File: src/gpuRasterPkg.sv
// Triangle raster shared definitions
// Coordinate, edge and area widths plus primitive span limits
`default_nettype none

package gpuRasterPkg;

	// --------------------------------------------------
	// Datapath widths
	// --------------------------------------------------
	localparam int COORD_W = 12;	// Signed vertex / pixel coordinate
	localparam int AREA_W = 10;	// Unsigned drawing-area bound
	localparam int DIFF_W = 13;	// Full vertex difference, no wrap
	localparam int EDGE_W = 23;	// Edge function, MSB is sign
	localparam int DET_W = 22;	// Area product

	// --------------------------------------------------
	// Span limits
	// --------------------------------------------------
	// Top bits of a difference that must all match
	localparam int MAX_DX_CHECK_BITS = 3;	// -1024..+1023 horizontal
	localparam int MAX_DY_CHECK_BITS = 4;	// -512..+511 vertical

endpackage

`default_nettype wire

File: src/coverageOutput.sv
// Coverage output stage
// Sign agreement plus clipped box test for both pixels of the pair,
// result register held under back-pressure
`timescale 1ns/1ps
`default_nettype none

module coverageOutput import gpuRasterPkg::*; (
	input  logic                      i_clk,
	input  logic                      i_rstN,
	input  logic                      i_valid,
	input  logic signed [EDGE_W-1:0]  i_w0L,
	input  logic signed [EDGE_W-1:0]  i_w1L,
	input  logic signed [EDGE_W-1:0]  i_w2L,
	input  logic signed [EDGE_W-1:0]  i_w0R,
	input  logic signed [EDGE_W-1:0]  i_w1R,
	input  logic signed [EDGE_W-1:0]  i_w2R,
	input  logic signed [COORD_W-1:0] i_pairX,
	input  logic signed [COORD_W-1:0] i_pairY,
	input  logic signed [COORD_W-1:0] i_boxMinX,
	input  logic signed [COORD_W-1:0] i_boxMaxX,
	input  logic signed [COORD_W-1:0] i_boxMinY,
	input  logic signed [COORD_W-1:0] i_boxMaxY,
	output logic                      o_stall,
	output logic                      o_resValid,
	output logic                      o_resCovL,
	output logic                      o_resCovR,
	output logic signed [COORD_W-1:0] o_resX,
	output logic signed [COORD_W-1:0] o_resY,
	input  logic                      i_resReady
);

	localparam int MSB = EDGE_W - 1;

	assign o_stall = o_resValid & ~i_resReady;

	wire signed [COORD_W-1:0] pxR = i_pairX + 1'b1;	// Odd pixel

	// Inclusive box bounds
	wire inY = (i_pairY >= i_boxMinY) & (i_pairY <= i_boxMaxY);
	wire inXL = (i_pairX >= i_boxMinX) & (i_pairX <= i_boxMaxX);
	wire inXR = (pxR >= i_boxMinX) & (pxR <= i_boxMaxX);

	// All three signs equal covers either winding
	wire sideL = (i_w0L[MSB] == i_w1L[MSB]) & (i_w1L[MSB] == i_w2L[MSB]);
	wire sideR = (i_w0R[MSB] == i_w1R[MSB]) & (i_w1R[MSB] == i_w2R[MSB]);

	always_ff @(posedge i_clk or negedge i_rstN) begin
		if (!i_rstN)
			o_resValid <= 1'b0;
		else if (!o_stall)
			o_resValid <= i_valid;
	end

	// Payload moves only when the slot is free
	always_ff @(posedge i_clk) begin
		if (!o_stall && i_valid) begin
			o_resCovL <= sideL & inXL & inY;
			o_resCovR <= sideR & inXR & inY;
			o_resX <= i_pairX;
			o_resY <= i_pairY;
		end
	end

endmodule

`default_nettype wire

File: src/edgeEvaluator.sv
// Edge evaluator
// Takes a pixel-pair query and registers the three edge functions for
// the even (left) and odd (right) pixel of the pair
`timescale 1ns/1ps
`default_nettype none

module edgeEvaluator import gpuRasterPkg::*; (
	input  logic                      i_clk,
	input  logic                      i_rstN,
	input  logic                      i_setupDone,
	input  logic                      i_qValid,
	output logic                      o_qReady,
	input  logic signed [COORD_W-1:0] i_qX,
	input  logic signed [COORD_W-1:0] i_qY,
	input  logic signed [COORD_W-1:0] i_e,
	input  logic signed [COORD_W-1:0] i_f,
	input  logic signed [COORD_W-1:0] i_nega,
	input  logic signed [COORD_W-1:0] i_b,
	input  logic signed [COORD_W-1:0] i_c,
	input  logic signed [COORD_W-1:0] i_negd,
	input  logic                      i_bias0,
	input  logic                      i_bias1,
	input  logic                      i_bias2,
	input  logic signed [COORD_W-1:0] i_vx0,
	input  logic signed [COORD_W-1:0] i_vy0,
	input  logic signed [COORD_W-1:0] i_vx1,
	input  logic signed [COORD_W-1:0] i_vy1,
	input  logic signed [COORD_W-1:0] i_vx2,
	input  logic signed [COORD_W-1:0] i_vy2,
	input  logic                      i_stall,	// Output holds an unaccepted result
	output logic                      o_valid,
	output logic signed [EDGE_W-1:0]  o_w0L,
	output logic signed [EDGE_W-1:0]  o_w1L,
	output logic signed [EDGE_W-1:0]  o_w2L,
	output logic signed [EDGE_W-1:0]  o_w0R,
	output logic signed [EDGE_W-1:0]  o_w1R,
	output logic signed [EDGE_W-1:0]  o_w2R,
	output logic signed [COORD_W-1:0] o_pairX,
	output logic signed [COORD_W-1:0] o_pairY
);

	logic stageFree;
	logic qFire;

	assign stageFree = ~o_valid | ~i_stall;	// Empty or draining
	assign o_qReady = i_setupDone & stageFree;
	assign qFire = i_qValid & o_qReady;

	wire signed [COORD_W-1:0] pxL = {i_qX[COORD_W-1:1], 1'b0};	// Even pixel of pair

	// Pixel offsets from each vertex, one spare bit
	wire signed [COORD_W:0] dx0 = pxL - i_vx0;
	wire signed [COORD_W:0] dy0 = i_qY - i_vy0;
	wire signed [COORD_W:0] dx1 = pxL - i_vx1;
	wire signed [COORD_W:0] dy1 = i_qY - i_vy1;
	wire signed [COORD_W:0] dx2 = pxL - i_vx2;
	wire signed [COORD_W:0] dy2 = i_qY - i_vy2;

	// Bias is -1 or 0
	wire signed [EDGE_W-1:0] bias0 = {EDGE_W{i_bias0}};
	wire signed [EDGE_W-1:0] bias1 = {EDGE_W{i_bias1}};
	wire signed [EDGE_W-1:0] bias2 = {EDGE_W{i_bias2}};

	wire signed [EDGE_W-1:0] w0L = i_e * dy1 + i_f * dx1 + bias0;
	wire signed [EDGE_W-1:0] w1L = i_nega * dy2 + i_b * dx2 + bias1;
	wire signed [EDGE_W-1:0] w2L = i_c * dy0 + i_negd * dx0 + bias2;

	// One step right adds the x coefficient
	always_ff @(posedge i_clk or negedge i_rstN) begin
		if (!i_rstN)
			o_valid <= 1'b0;
		else if (stageFree)
			o_valid <= qFire;
	end

	always_ff @(posedge i_clk) begin
		if (qFire) begin
			o_w0L <= w0L;
			o_w1L <= w1L;
			o_w2L <= w2L;
			o_w0R <= w0L + i_f;
			o_w1R <= w1L + i_b;
			o_w2R <= w2L + i_negd;
			o_pairX <= pxL;
			o_pairY <= i_qY;
		end
	end

endmodule

`default_nettype wire

File: src/primitiveLoader.sv
// Primitive loader
// Accepts a triangle and its drawing area over valid/ready, holds the
// vertex and bound registers and pulses load for the setup stage
`timescale 1ns/1ps
`default_nettype none

module primitiveLoader import gpuRasterPkg::*; (
	input  logic                      i_clk,
	input  logic                      i_rstN,
	input  logic                      i_primValid,
	output logic                      o_primReady,
	input  logic signed [COORD_W-1:0] i_x0,
	input  logic signed [COORD_W-1:0] i_y0,
	input  logic signed [COORD_W-1:0] i_x1,
	input  logic signed [COORD_W-1:0] i_y1,
	input  logic signed [COORD_W-1:0] i_x2,
	input  logic signed [COORD_W-1:0] i_y2,
	input  logic [AREA_W-1:0]         i_daX0,
	input  logic [AREA_W-1:0]         i_daY0,
	input  logic [AREA_W-1:0]         i_daX1,
	input  logic [AREA_W-1:0]         i_daY1,
	input  logic                      i_pipeBusy,	// Query still in evaluator or output
	output logic                      o_load,
	output logic signed [COORD_W-1:0] o_vx0,
	output logic signed [COORD_W-1:0] o_vy0,
	output logic signed [COORD_W-1:0] o_vx1,
	output logic signed [COORD_W-1:0] o_vy1,
	output logic signed [COORD_W-1:0] o_vx2,
	output logic signed [COORD_W-1:0] o_vy2,
	output logic signed [COORD_W-1:0] o_daX0,
	output logic signed [COORD_W-1:0] o_daY0,
	output logic signed [COORD_W-1:0] o_daX1,
	output logic signed [COORD_W-1:0] o_daY1
);

	localparam int PAD_W = COORD_W - AREA_W;

	logic armed;	// Low out of reset and for one cycle after a transfer
	logic primFire;

	assign o_primReady = armed & ~i_pipeBusy;
	assign primFire = i_primValid & o_primReady;

	// Handshake control
	always_ff @(posedge i_clk or negedge i_rstN) begin
		if (!i_rstN) begin
			armed <= 1'b0;
			o_load <= 1'b0;
		end else begin
			armed <= ~primFire;
			o_load <= primFire;	// Setup samples on the next edge
		end
	end

	// Primitive registers
	always_ff @(posedge i_clk) begin
		if (primFire) begin
			o_vx0 <= i_x0;
			o_vy0 <= i_y0;
			o_vx1 <= i_x1;
			o_vy1 <= i_y1;
			o_vx2 <= i_x2;
			o_vy2 <= i_y2;
			// Bounds are positive, extend with zeros
			o_daX0 <= {{PAD_W{1'b0}}, i_daX0};
			o_daY0 <= {{PAD_W{1'b0}}, i_daY0};
			o_daX1 <= {{PAD_W{1'b0}}, i_daX1};
			o_daY1 <= {{PAD_W{1'b0}}, i_daY1};
		end
	end

endmodule

`default_nettype wire

File: src/triangleRaster.sv
// Triangle raster top
// Loader, setup, edge evaluator and coverage output in one unit with
// primitive, query and result valid/ready ports
`timescale 1ns/1ps
`default_nettype none

module triangleRaster import gpuRasterPkg::*; (
	input  logic                      i_clk,
	input  logic                      i_rstN,
	// Primitive port
	input  logic                      i_primValid,
	output logic                      o_primReady,
	input  logic signed [COORD_W-1:0] i_x0,
	input  logic signed [COORD_W-1:0] i_y0,
	input  logic signed [COORD_W-1:0] i_x1,
	input  logic signed [COORD_W-1:0] i_y1,
	input  logic signed [COORD_W-1:0] i_x2,
	input  logic signed [COORD_W-1:0] i_y2,
	input  logic [AREA_W-1:0]         i_daX0,
	input  logic [AREA_W-1:0]         i_daY0,
	input  logic [AREA_W-1:0]         i_daX1,
	input  logic [AREA_W-1:0]         i_daY1,
	output logic                      o_setupDone,
	output logic                      o_earlyReject,
	output logic                      o_nullArea,
	// Query port
	input  logic                      i_qValid,
	output logic                      o_qReady,
	input  logic signed [COORD_W-1:0] i_qX,
	input  logic signed [COORD_W-1:0] i_qY,
	// Result port
	output logic                      o_resValid,
	output logic                      o_resCovL,
	output logic                      o_resCovR,
	output logic signed [COORD_W-1:0] o_resX,
	output logic signed [COORD_W-1:0] o_resY,
	input  logic                      i_resReady
);

	logic load, evalValid, stall;
	logic signed [COORD_W-1:0] vx0, vy0, vx1, vy1, vx2, vy2;
	logic signed [COORD_W-1:0] daX0, daY0, daX1, daY1;
	logic signed [COORD_W-1:0] e, f, nega, b, c, negd;
	logic bias0, bias1, bias2;
	logic signed [COORD_W-1:0] boxMinX, boxMaxX, boxMinY, boxMaxY;
	logic signed [EDGE_W-1:0] w0L, w1L, w2L, w0R, w1R, w2R;
	logic signed [COORD_W-1:0] pairX, pairY;

	// --------------------------------------------------
	// Primitive side
	// --------------------------------------------------
	primitiveLoader primitiveLoader_i (
		.i_clk(i_clk), .i_rstN(i_rstN),
		.i_primValid(i_primValid), .o_primReady(o_primReady),
		.i_x0(i_x0), .i_y0(i_y0), .i_x1(i_x1), .i_y1(i_y1), .i_x2(i_x2), .i_y2(i_y2),
		.i_daX0(i_daX0), .i_daY0(i_daY0), .i_daX1(i_daX1), .i_daY1(i_daY1),
		.i_pipeBusy(evalValid | o_resValid),	// No new triangle under queries
		.o_load(load),
		.o_vx0(vx0), .o_vy0(vy0), .o_vx1(vx1), .o_vy1(vy1), .o_vx2(vx2), .o_vy2(vy2),
		.o_daX0(daX0), .o_daY0(daY0), .o_daX1(daX1), .o_daY1(daY1)
	);

	triangleSetup triangleSetup_i (
		.i_clk(i_clk), .i_rstN(i_rstN), .i_load(load),
		.i_vx0(vx0), .i_vy0(vy0), .i_vx1(vx1), .i_vy1(vy1), .i_vx2(vx2), .i_vy2(vy2),
		.i_daX0(daX0), .i_daY0(daY0), .i_daX1(daX1), .i_daY1(daY1),
		.o_setupDone(o_setupDone), .o_earlyReject(o_earlyReject), .o_nullArea(o_nullArea),
		.o_e(e), .o_f(f), .o_nega(nega), .o_b(b), .o_c(c), .o_negd(negd),
		.o_bias0(bias0), .o_bias1(bias1), .o_bias2(bias2),
		.o_boxMinX(boxMinX), .o_boxMaxX(boxMaxX), .o_boxMinY(boxMinY), .o_boxMaxY(boxMaxY)
	);

	// --------------------------------------------------
	// Query side
	// --------------------------------------------------
	edgeEvaluator edgeEvaluator_i (
		.i_clk(i_clk), .i_rstN(i_rstN), .i_setupDone(o_setupDone),
		.i_qValid(i_qValid), .o_qReady(o_qReady), .i_qX(i_qX), .i_qY(i_qY),
		.i_e(e), .i_f(f), .i_nega(nega), .i_b(b), .i_c(c), .i_negd(negd),
		.i_bias0(bias0), .i_bias1(bias1), .i_bias2(bias2),
		.i_vx0(vx0), .i_vy0(vy0), .i_vx1(vx1), .i_vy1(vy1), .i_vx2(vx2), .i_vy2(vy2),
		.i_stall(stall), .o_valid(evalValid),
		.o_w0L(w0L), .o_w1L(w1L), .o_w2L(w2L), .o_w0R(w0R), .o_w1R(w1R), .o_w2R(w2R),
		.o_pairX(pairX), .o_pairY(pairY)
	);

	coverageOutput coverageOutput_i (
		.i_clk(i_clk), .i_rstN(i_rstN), .i_valid(evalValid),
		.i_w0L(w0L), .i_w1L(w1L), .i_w2L(w2L), .i_w0R(w0R), .i_w1R(w1R), .i_w2R(w2R),
		.i_pairX(pairX), .i_pairY(pairY),
		.i_boxMinX(boxMinX), .i_boxMaxX(boxMaxX), .i_boxMinY(boxMinY), .i_boxMaxY(boxMaxY),
		.o_stall(stall), .o_resValid(o_resValid),
		.o_resCovL(o_resCovL), .o_resCovR(o_resCovR), .o_resX(o_resX), .o_resY(o_resY),
		.i_resReady(i_resReady)
	);

endmodule

`default_nettype wire

File: src/triangleSetup.sv
// Triangle setup
// Edge coefficients with top-left bias, bounding box clipped to the
// drawing area, early reject and zero-area detection
`timescale 1ns/1ps
`default_nettype none

module triangleSetup import gpuRasterPkg::*; (
	input  logic                      i_clk,
	input  logic                      i_rstN,
	input  logic                      i_load,
	input  logic signed [COORD_W-1:0] i_vx0,
	input  logic signed [COORD_W-1:0] i_vy0,
	input  logic signed [COORD_W-1:0] i_vx1,
	input  logic signed [COORD_W-1:0] i_vy1,
	input  logic signed [COORD_W-1:0] i_vx2,
	input  logic signed [COORD_W-1:0] i_vy2,
	input  logic signed [COORD_W-1:0] i_daX0,
	input  logic signed [COORD_W-1:0] i_daY0,
	input  logic signed [COORD_W-1:0] i_daX1,
	input  logic signed [COORD_W-1:0] i_daY1,
	output logic                      o_setupDone,
	output logic                      o_earlyReject,
	output logic                      o_nullArea,
	output logic signed [COORD_W-1:0] o_e,
	output logic signed [COORD_W-1:0] o_f,
	output logic signed [COORD_W-1:0] o_nega,
	output logic signed [COORD_W-1:0] o_b,
	output logic signed [COORD_W-1:0] o_c,
	output logic signed [COORD_W-1:0] o_negd,
	output logic                      o_bias0,
	output logic                      o_bias1,
	output logic                      o_bias2,
	output logic signed [COORD_W-1:0] o_boxMinX,
	output logic signed [COORD_W-1:0] o_boxMaxX,
	output logic signed [COORD_W-1:0] o_boxMinY,
	output logic signed [COORD_W-1:0] o_boxMaxY
);

	// --------------------------------------------------
	// Differences and span check
	// --------------------------------------------------
	wire signed [DIFF_W-1:0] dX20 = i_vx2 - i_vx0;
	wire signed [DIFF_W-1:0] dY20 = i_vy2 - i_vy0;
	wire signed [DIFF_W-1:0] dX10 = i_vx1 - i_vx0;
	wire signed [DIFF_W-1:0] dY10 = i_vy1 - i_vy0;

	wire [MAX_DX_CHECK_BITS-1:0] topX20 = dX20[DIFF_W-1 -: MAX_DX_CHECK_BITS];
	wire [MAX_DX_CHECK_BITS-1:0] topX10 = dX10[DIFF_W-1 -: MAX_DX_CHECK_BITS];
	wire [MAX_DY_CHECK_BITS-1:0] topY20 = dY20[DIFF_W-1 -: MAX_DY_CHECK_BITS];
	wire [MAX_DY_CHECK_BITS-1:0] topY10 = dY10[DIFF_W-1 -: MAX_DY_CHECK_BITS];

	// Span fits when the top bits are pure sign
	wire spanOk = (&topX20 | ~|topX20) & (&topX10 | ~|topX10) &
		(&topY20 | ~|topY20) & (&topY10 | ~|topY10);

	// Edge coefficients wrap harmlessly once span passes
	wire signed [COORD_W-1:0] aC = dX20[COORD_W-1:0];	// X2-X0
	wire signed [COORD_W-1:0] bC = dY20[COORD_W-1:0];	// Y2-Y0
	wire signed [COORD_W-1:0] cC = dX10[COORD_W-1:0];	// X1-X0
	wire signed [COORD_W-1:0] dC = dY10[COORD_W-1:0];	// Y1-Y0
	wire signed [COORD_W-1:0] eC = i_vx2 - i_vx1;
	wire signed [COORD_W-1:0] fC = i_vy1 - i_vy2;
	wire signed [COORD_W-1:0] negaC = -aC;
	wire signed [COORD_W-1:0] negdC = -dC;

	// Top-left when y coeff negative, or zero with x coeff negative
	wire topLeft0 = fC[COORD_W-1] | ((fC == '0) & eC[COORD_W-1]);
	wire topLeft1 = bC[COORD_W-1] | ((bC == '0) & negaC[COORD_W-1]);
	wire topLeft2 = negdC[COORD_W-1] | ((negdC == '0) & cC[COORD_W-1]);

	// Twice the signed area
	wire signed [DET_W-1:0] det = aC * dC - bC * cC;

	// --------------------------------------------------
	// Bounding box and clip
	// --------------------------------------------------
	wire signed [COORD_W-1:0] minX01 = (i_vx1 < i_vx0) ? i_vx1 : i_vx0;
	wire signed [COORD_W-1:0] maxX01 = (i_vx1 > i_vx0) ? i_vx1 : i_vx0;
	wire signed [COORD_W-1:0] minY01 = (i_vy1 < i_vy0) ? i_vy1 : i_vy0;
	wire signed [COORD_W-1:0] maxY01 = (i_vy1 > i_vy0) ? i_vy1 : i_vy0;
	wire signed [COORD_W-1:0] minX = (i_vx2 < minX01) ? i_vx2 : minX01;
	wire signed [COORD_W-1:0] maxX = (i_vx2 > maxX01) ? i_vx2 : maxX01;
	wire signed [COORD_W-1:0] minY = (i_vy2 < minY01) ? i_vy2 : minY01;
	wire signed [COORD_W-1:0] maxY = (i_vy2 > maxY01) ? i_vy2 : maxY01;

	// Area bounds are inclusive on both sides
	wire outside = (maxX < i_daX0) | (minX > i_daX1) | (maxY < i_daY0) | (minY > i_daY1);

	logic doneQ;	// Results valid since the last load

	always_ff @(posedge i_clk or negedge i_rstN) begin
		if (!i_rstN)
			doneQ <= 1'b0;
		else if (i_load)
			doneQ <= 1'b1;	// Same edge as the result registers
	end

	// Drop straight after the next transfer
	assign o_setupDone = doneQ & ~i_load;

	always_ff @(posedge i_clk) begin
		if (i_load) begin
			o_e <= eC;
			o_f <= fC;
			o_nega <= negaC;
			o_b <= bC;
			o_c <= cC;
			o_negd <= negdC;
			o_bias0 <= topLeft0;
			o_bias1 <= topLeft1;
			o_bias2 <= topLeft2;
			o_boxMinX <= (minX < i_daX0) ? i_daX0 : minX;
			o_boxMaxX <= (maxX > i_daX1) ? i_daX1 : maxX;
			o_boxMinY <= (minY < i_daY0) ? i_daY0 : minY;
			o_boxMaxY <= (maxY > i_daY1) ? i_daY1 : maxY;
			o_earlyReject <= outside | ~spanOk;
			o_nullArea <= (det == '0);
		end
	end

endmodule

`default_nettype wire
File: config.mk
export PLATFORM = sky130hd
export DESIGN_NAME = triangleRaster
export DESIGN_NICKNAME = d
export VERILOG_FILES = /design/src/gpuRasterPkg.sv /design/src/coverageOutput.sv /design/src/edgeEvaluator.sv /design/src/primitiveLoader.sv /design/src/triangleRaster.sv /design/src/triangleSetup.sv
export SDC_FILE = /design/constraint.sdc
export NUM_CORES = 2
export LEC_CHECK = 0
export ABC_AREA = 1
export BUFFER_PORTS_ARGS = -buffer_cell sky130_fd_sc_hd__buf_2
export CORE_MARGIN = 2
export CORE_UTILIZATION = 45
export CTS_CLUSTER_DIAMETER = 100
export DETAILED_ROUTE_END_ITERATION = 7
export GPL_TIMING_DRIVEN = 0
export PLACE_DENSITY = 0.62
export SLEW_MARGIN = 20
export SYNTH_ARGS = -nofsm -noshare
export SYNTH_HDL_FRONTEND = slang
export SYNTH_SLANG_ARGS = --single-unit
File: constraint.sdc
create_clock -name i_clk -period 10.9 [get_ports i_clk]
set_input_delay 2.725 -clock i_clk [delete_from_list [all_inputs] [get_ports i_clk]]
set_output_delay 2.725 -clock i_clk [all_outputs]
set_load 0.02 [all_outputs]
==> qor.yml <==
outcome:
  outcome: "complete, but fails checks"
  violations: "setup timing"
logic_synthesis:
  syn_area_um2: 66400
  postSynth.asyncResetShare: 0.0169
  ys_seq_area_frac: 0.133
  avgSynthCellArea_um2: 8.85
  synth-seq-cells: 296
  ys.flop_type: "edfxtp_1"
  ys_types: 66
  yosysWarnings: 0
  synthCells: 7502
  synth_edf_count: 291
sta:
  rsz0062_at_grt: "yes"
  slew_viol_final: 0
  setup_viol: 2
  fmax_mhz: 90.0
  setup_slack_ps: -207
  max_slew.worst_pin.slew_ps: 1210
  finalHoldViolations: 0
  fin_crit_sh: 1.02
  skew_ps: 47.9
  period_needed_ps: 11110
  fin_tns_setup_ps: -392
  maxSlewHeadroom: 0.191
clock_tree:
  ctsHoldBuffers: 0
  cts-root-buf: "clkbuf_16"
  clk_pin_slew_ps: 60
  clkSinkCount: 296
  cts_tree: "done"
  cts_max_path_buffers: 3
  cts.htree.levels: 2
  cts_buffers: 38
  clock_latency_ps: 640
die:
  ios: 173
  die_h_um: 388
  rows: 140
  core_um2: 146000
  initial_utilization: 0.455
  die_w_um: 388
  die_area_um2: 151000
grt:
  grt_usage: 0.272
  grt_pass1_wl_mm: 314
  antenna_found_initial: 6
  grt_pass1_vias: 54100
  overflow: 0
  grt_max_degree: 79
detailed_routing:
  vias_per_cell: 5.24
  first_iter_violations: 3893
  drc: 0
  detail-route-antenna-nets: 0
  vias: 51300
  drt-total-wl_mm: 201
  first_pass_iters: 7
  wl_per_cell_um: 20.6
setup_path:
  slowest_delay_ps: 580
  worst_path_max_delay_cell: "fa_1"
  cp.required_ps: 11240
  crit_type: "primary input to register"
  cp_common_cell: "fa_1"
  crit_path_end_kind: "register"
  r2r_cells: 45
  arrival_ps: 11440
  path_max_fanout: 6
  start_kind: "primary input"
finish:
  nets: 9999
  final_common_cell: "inv_1"
  drive_above_1_share: 0.0935
  synthToLayoutAreaGrowth_pct: 11.6
  mostFrequentLayoutCells: "inv_1 (1812), nand2_1 (1263), fa_1 (1263), ha_1 (704), nor2_1 (660)"
worst_hold_path:
  whs_path_depth: 0
  hp-class: "register to register"
placed_design:
  gp_congestion: 0.969
  port-buffer-count: 170
  dp_worst_setup_slack_ps: -2540
  hpwl_mm: 172
run:
  max_cap_violations: 0
-- Yosys cell counts, types with 9 or more instances --
library cell	number	area, µm²
clkbuf_1	129	484
o21ai_1	23	115
nand2_1	1308	4910
inv_1	1855	6960
nor3_1	28	140
edfxtp_1	291	8740
xor2_1	180	1580
nand4_1	42	263
inv_2	10	37.5
a31oi_1	18	113
o21ai_0	172	861
nor2_1	678	2540
or2_2	26	163
fa_1	1282	25700
ha_1	735	9200
o21bai_1	14	105
xnor2_1	106	928
a211oi_1	22	165
nand2_2	9	56.3
a21oi_1	267	1340
nand3_1	142	711
a21o_1	10	75.1
nor4_1	10	62.6
-- cell families after synthesis --
family,synth area share
other,0.0000565
AOI/OAI and AO/OA,0.0515
DFF,0.133
adders and majority gates,0.525
and+or+nand+nor,0.138
xor gates and xnor gates,0.0377
buffers and inverters,0.115
-- critical path, delay by kind of cell --
family / cells / cell delay, ps
adders and majority gates: 10 / 4420
xor gates and xnor gates: 3 / 530
buffers and inverters: 8 / 840
and+or+nand+nor: 9 / 840
AOI/OAI and AO/OA: 15 / 2030
-- metrics by stage --
step	cell area, µm²	util	std cells	hold slack (ps)
after floorplan	66600	-	7504	426
after global placement	69800	0.478	9591	436
after detailed placement	70100	0.480	9600	435
after CTS	73600	0.504	9763	464
after global routing	74100	0.507	9789	463
final	74100	0.507	9789	469
-- final cells by class --
cell class              count  area, µm²
multi-input cells        5191      51700
flip-flops and latches    296       8870
clock buffers              48       1020
repair buffers            299       2180
plain buffers             142        583
fillers                 13700      72000
clock inverters            21        236
inverters                1873       7100
well taps                1917       2400
diodes                      2       5.00
-- registers in the layout, indices dropped and copies added (netlist names), 10 cells and up --
name                       count
coverageOutput_i.o_resX       11
primitiveLoader_i.o_vy1       12
primitiveLoader_i.o_vy0       12
coverageOutput_i.o_resY       12
primitiveLoader_i.o_daY0      10
triangleSetup_i.o_boxMinX     12
primitiveLoader_i.o_vx2       12
triangleSetup_i.o_nega        12
triangleSetup_i.o_c           12
triangleSetup_i.o_e           12
edgeEvaluator_i.o_pairX       11
triangleSetup_i.o_f           12
primitiveLoader_i.o_daX1      10
primitiveLoader_i.o_vx1       12
triangleSetup_i.o_boxMaxX     12
triangleSetup_i.o_negd        12
edgeEvaluator_i.o_pairY       12
triangleSetup_i.o_boxMinY     12
primitiveLoader_i.o_vy2       12
primitiveLoader_i.o_daY1      10
primitiveLoader_i.o_daX0      10
triangleSetup_i.o_b           12
triangleSetup_i.o_boxMaxY     12
primitiveLoader_i.o_vx0       12
-- repair_timing --
item / in CTS / in global routing
pin swaps: 140 / 62
resized for setup: 293 / 65
buffers inserted: 96 / 25
endpoints found under the setup margin: 6 / 5
-- per-layer routing --
| layer | track usage | vias to the layer above | part of all wire |
|---|---|---|---|
| li1 | - | 23300 | - |
| met1 | 0.366 | 25800 | 0.42 |
| met2 | 0.446 | 1856 | 0.46 |
| met3 | 0.0394 | 406 | 0.071 |
| met4 | 0.103 | 0 | 0.045 |
| met5 | 0 | - | 0 |
-- final timing paths --
check	start	endpoint	slack, ps
worst max-delay path	i_qX[2]	edgeEvaluator_i.o_w2R[22]	-210
worst min-delay path	edgeEvaluator_i.o_pairY[0]	coverageOutput_i.o_resY[0]	470
worst max register to register	primitiveLoader_i.o_vx0[1]	edgeEvaluator_i.o_w2R[22]	950
worst min register to register	edgeEvaluator_i.o_pairY[0]	coverageOutput_i.o_resY[0]	470
max in group asynchronous	i_rstN	primitiveLoader_i.o_load	8870
min in group asynchronous	i_rstN	primitiveLoader_i.armed	1890
Power is not shown: default switching activity piles up to over one toggle a cycle in this logic, so the estimate is an artifact.
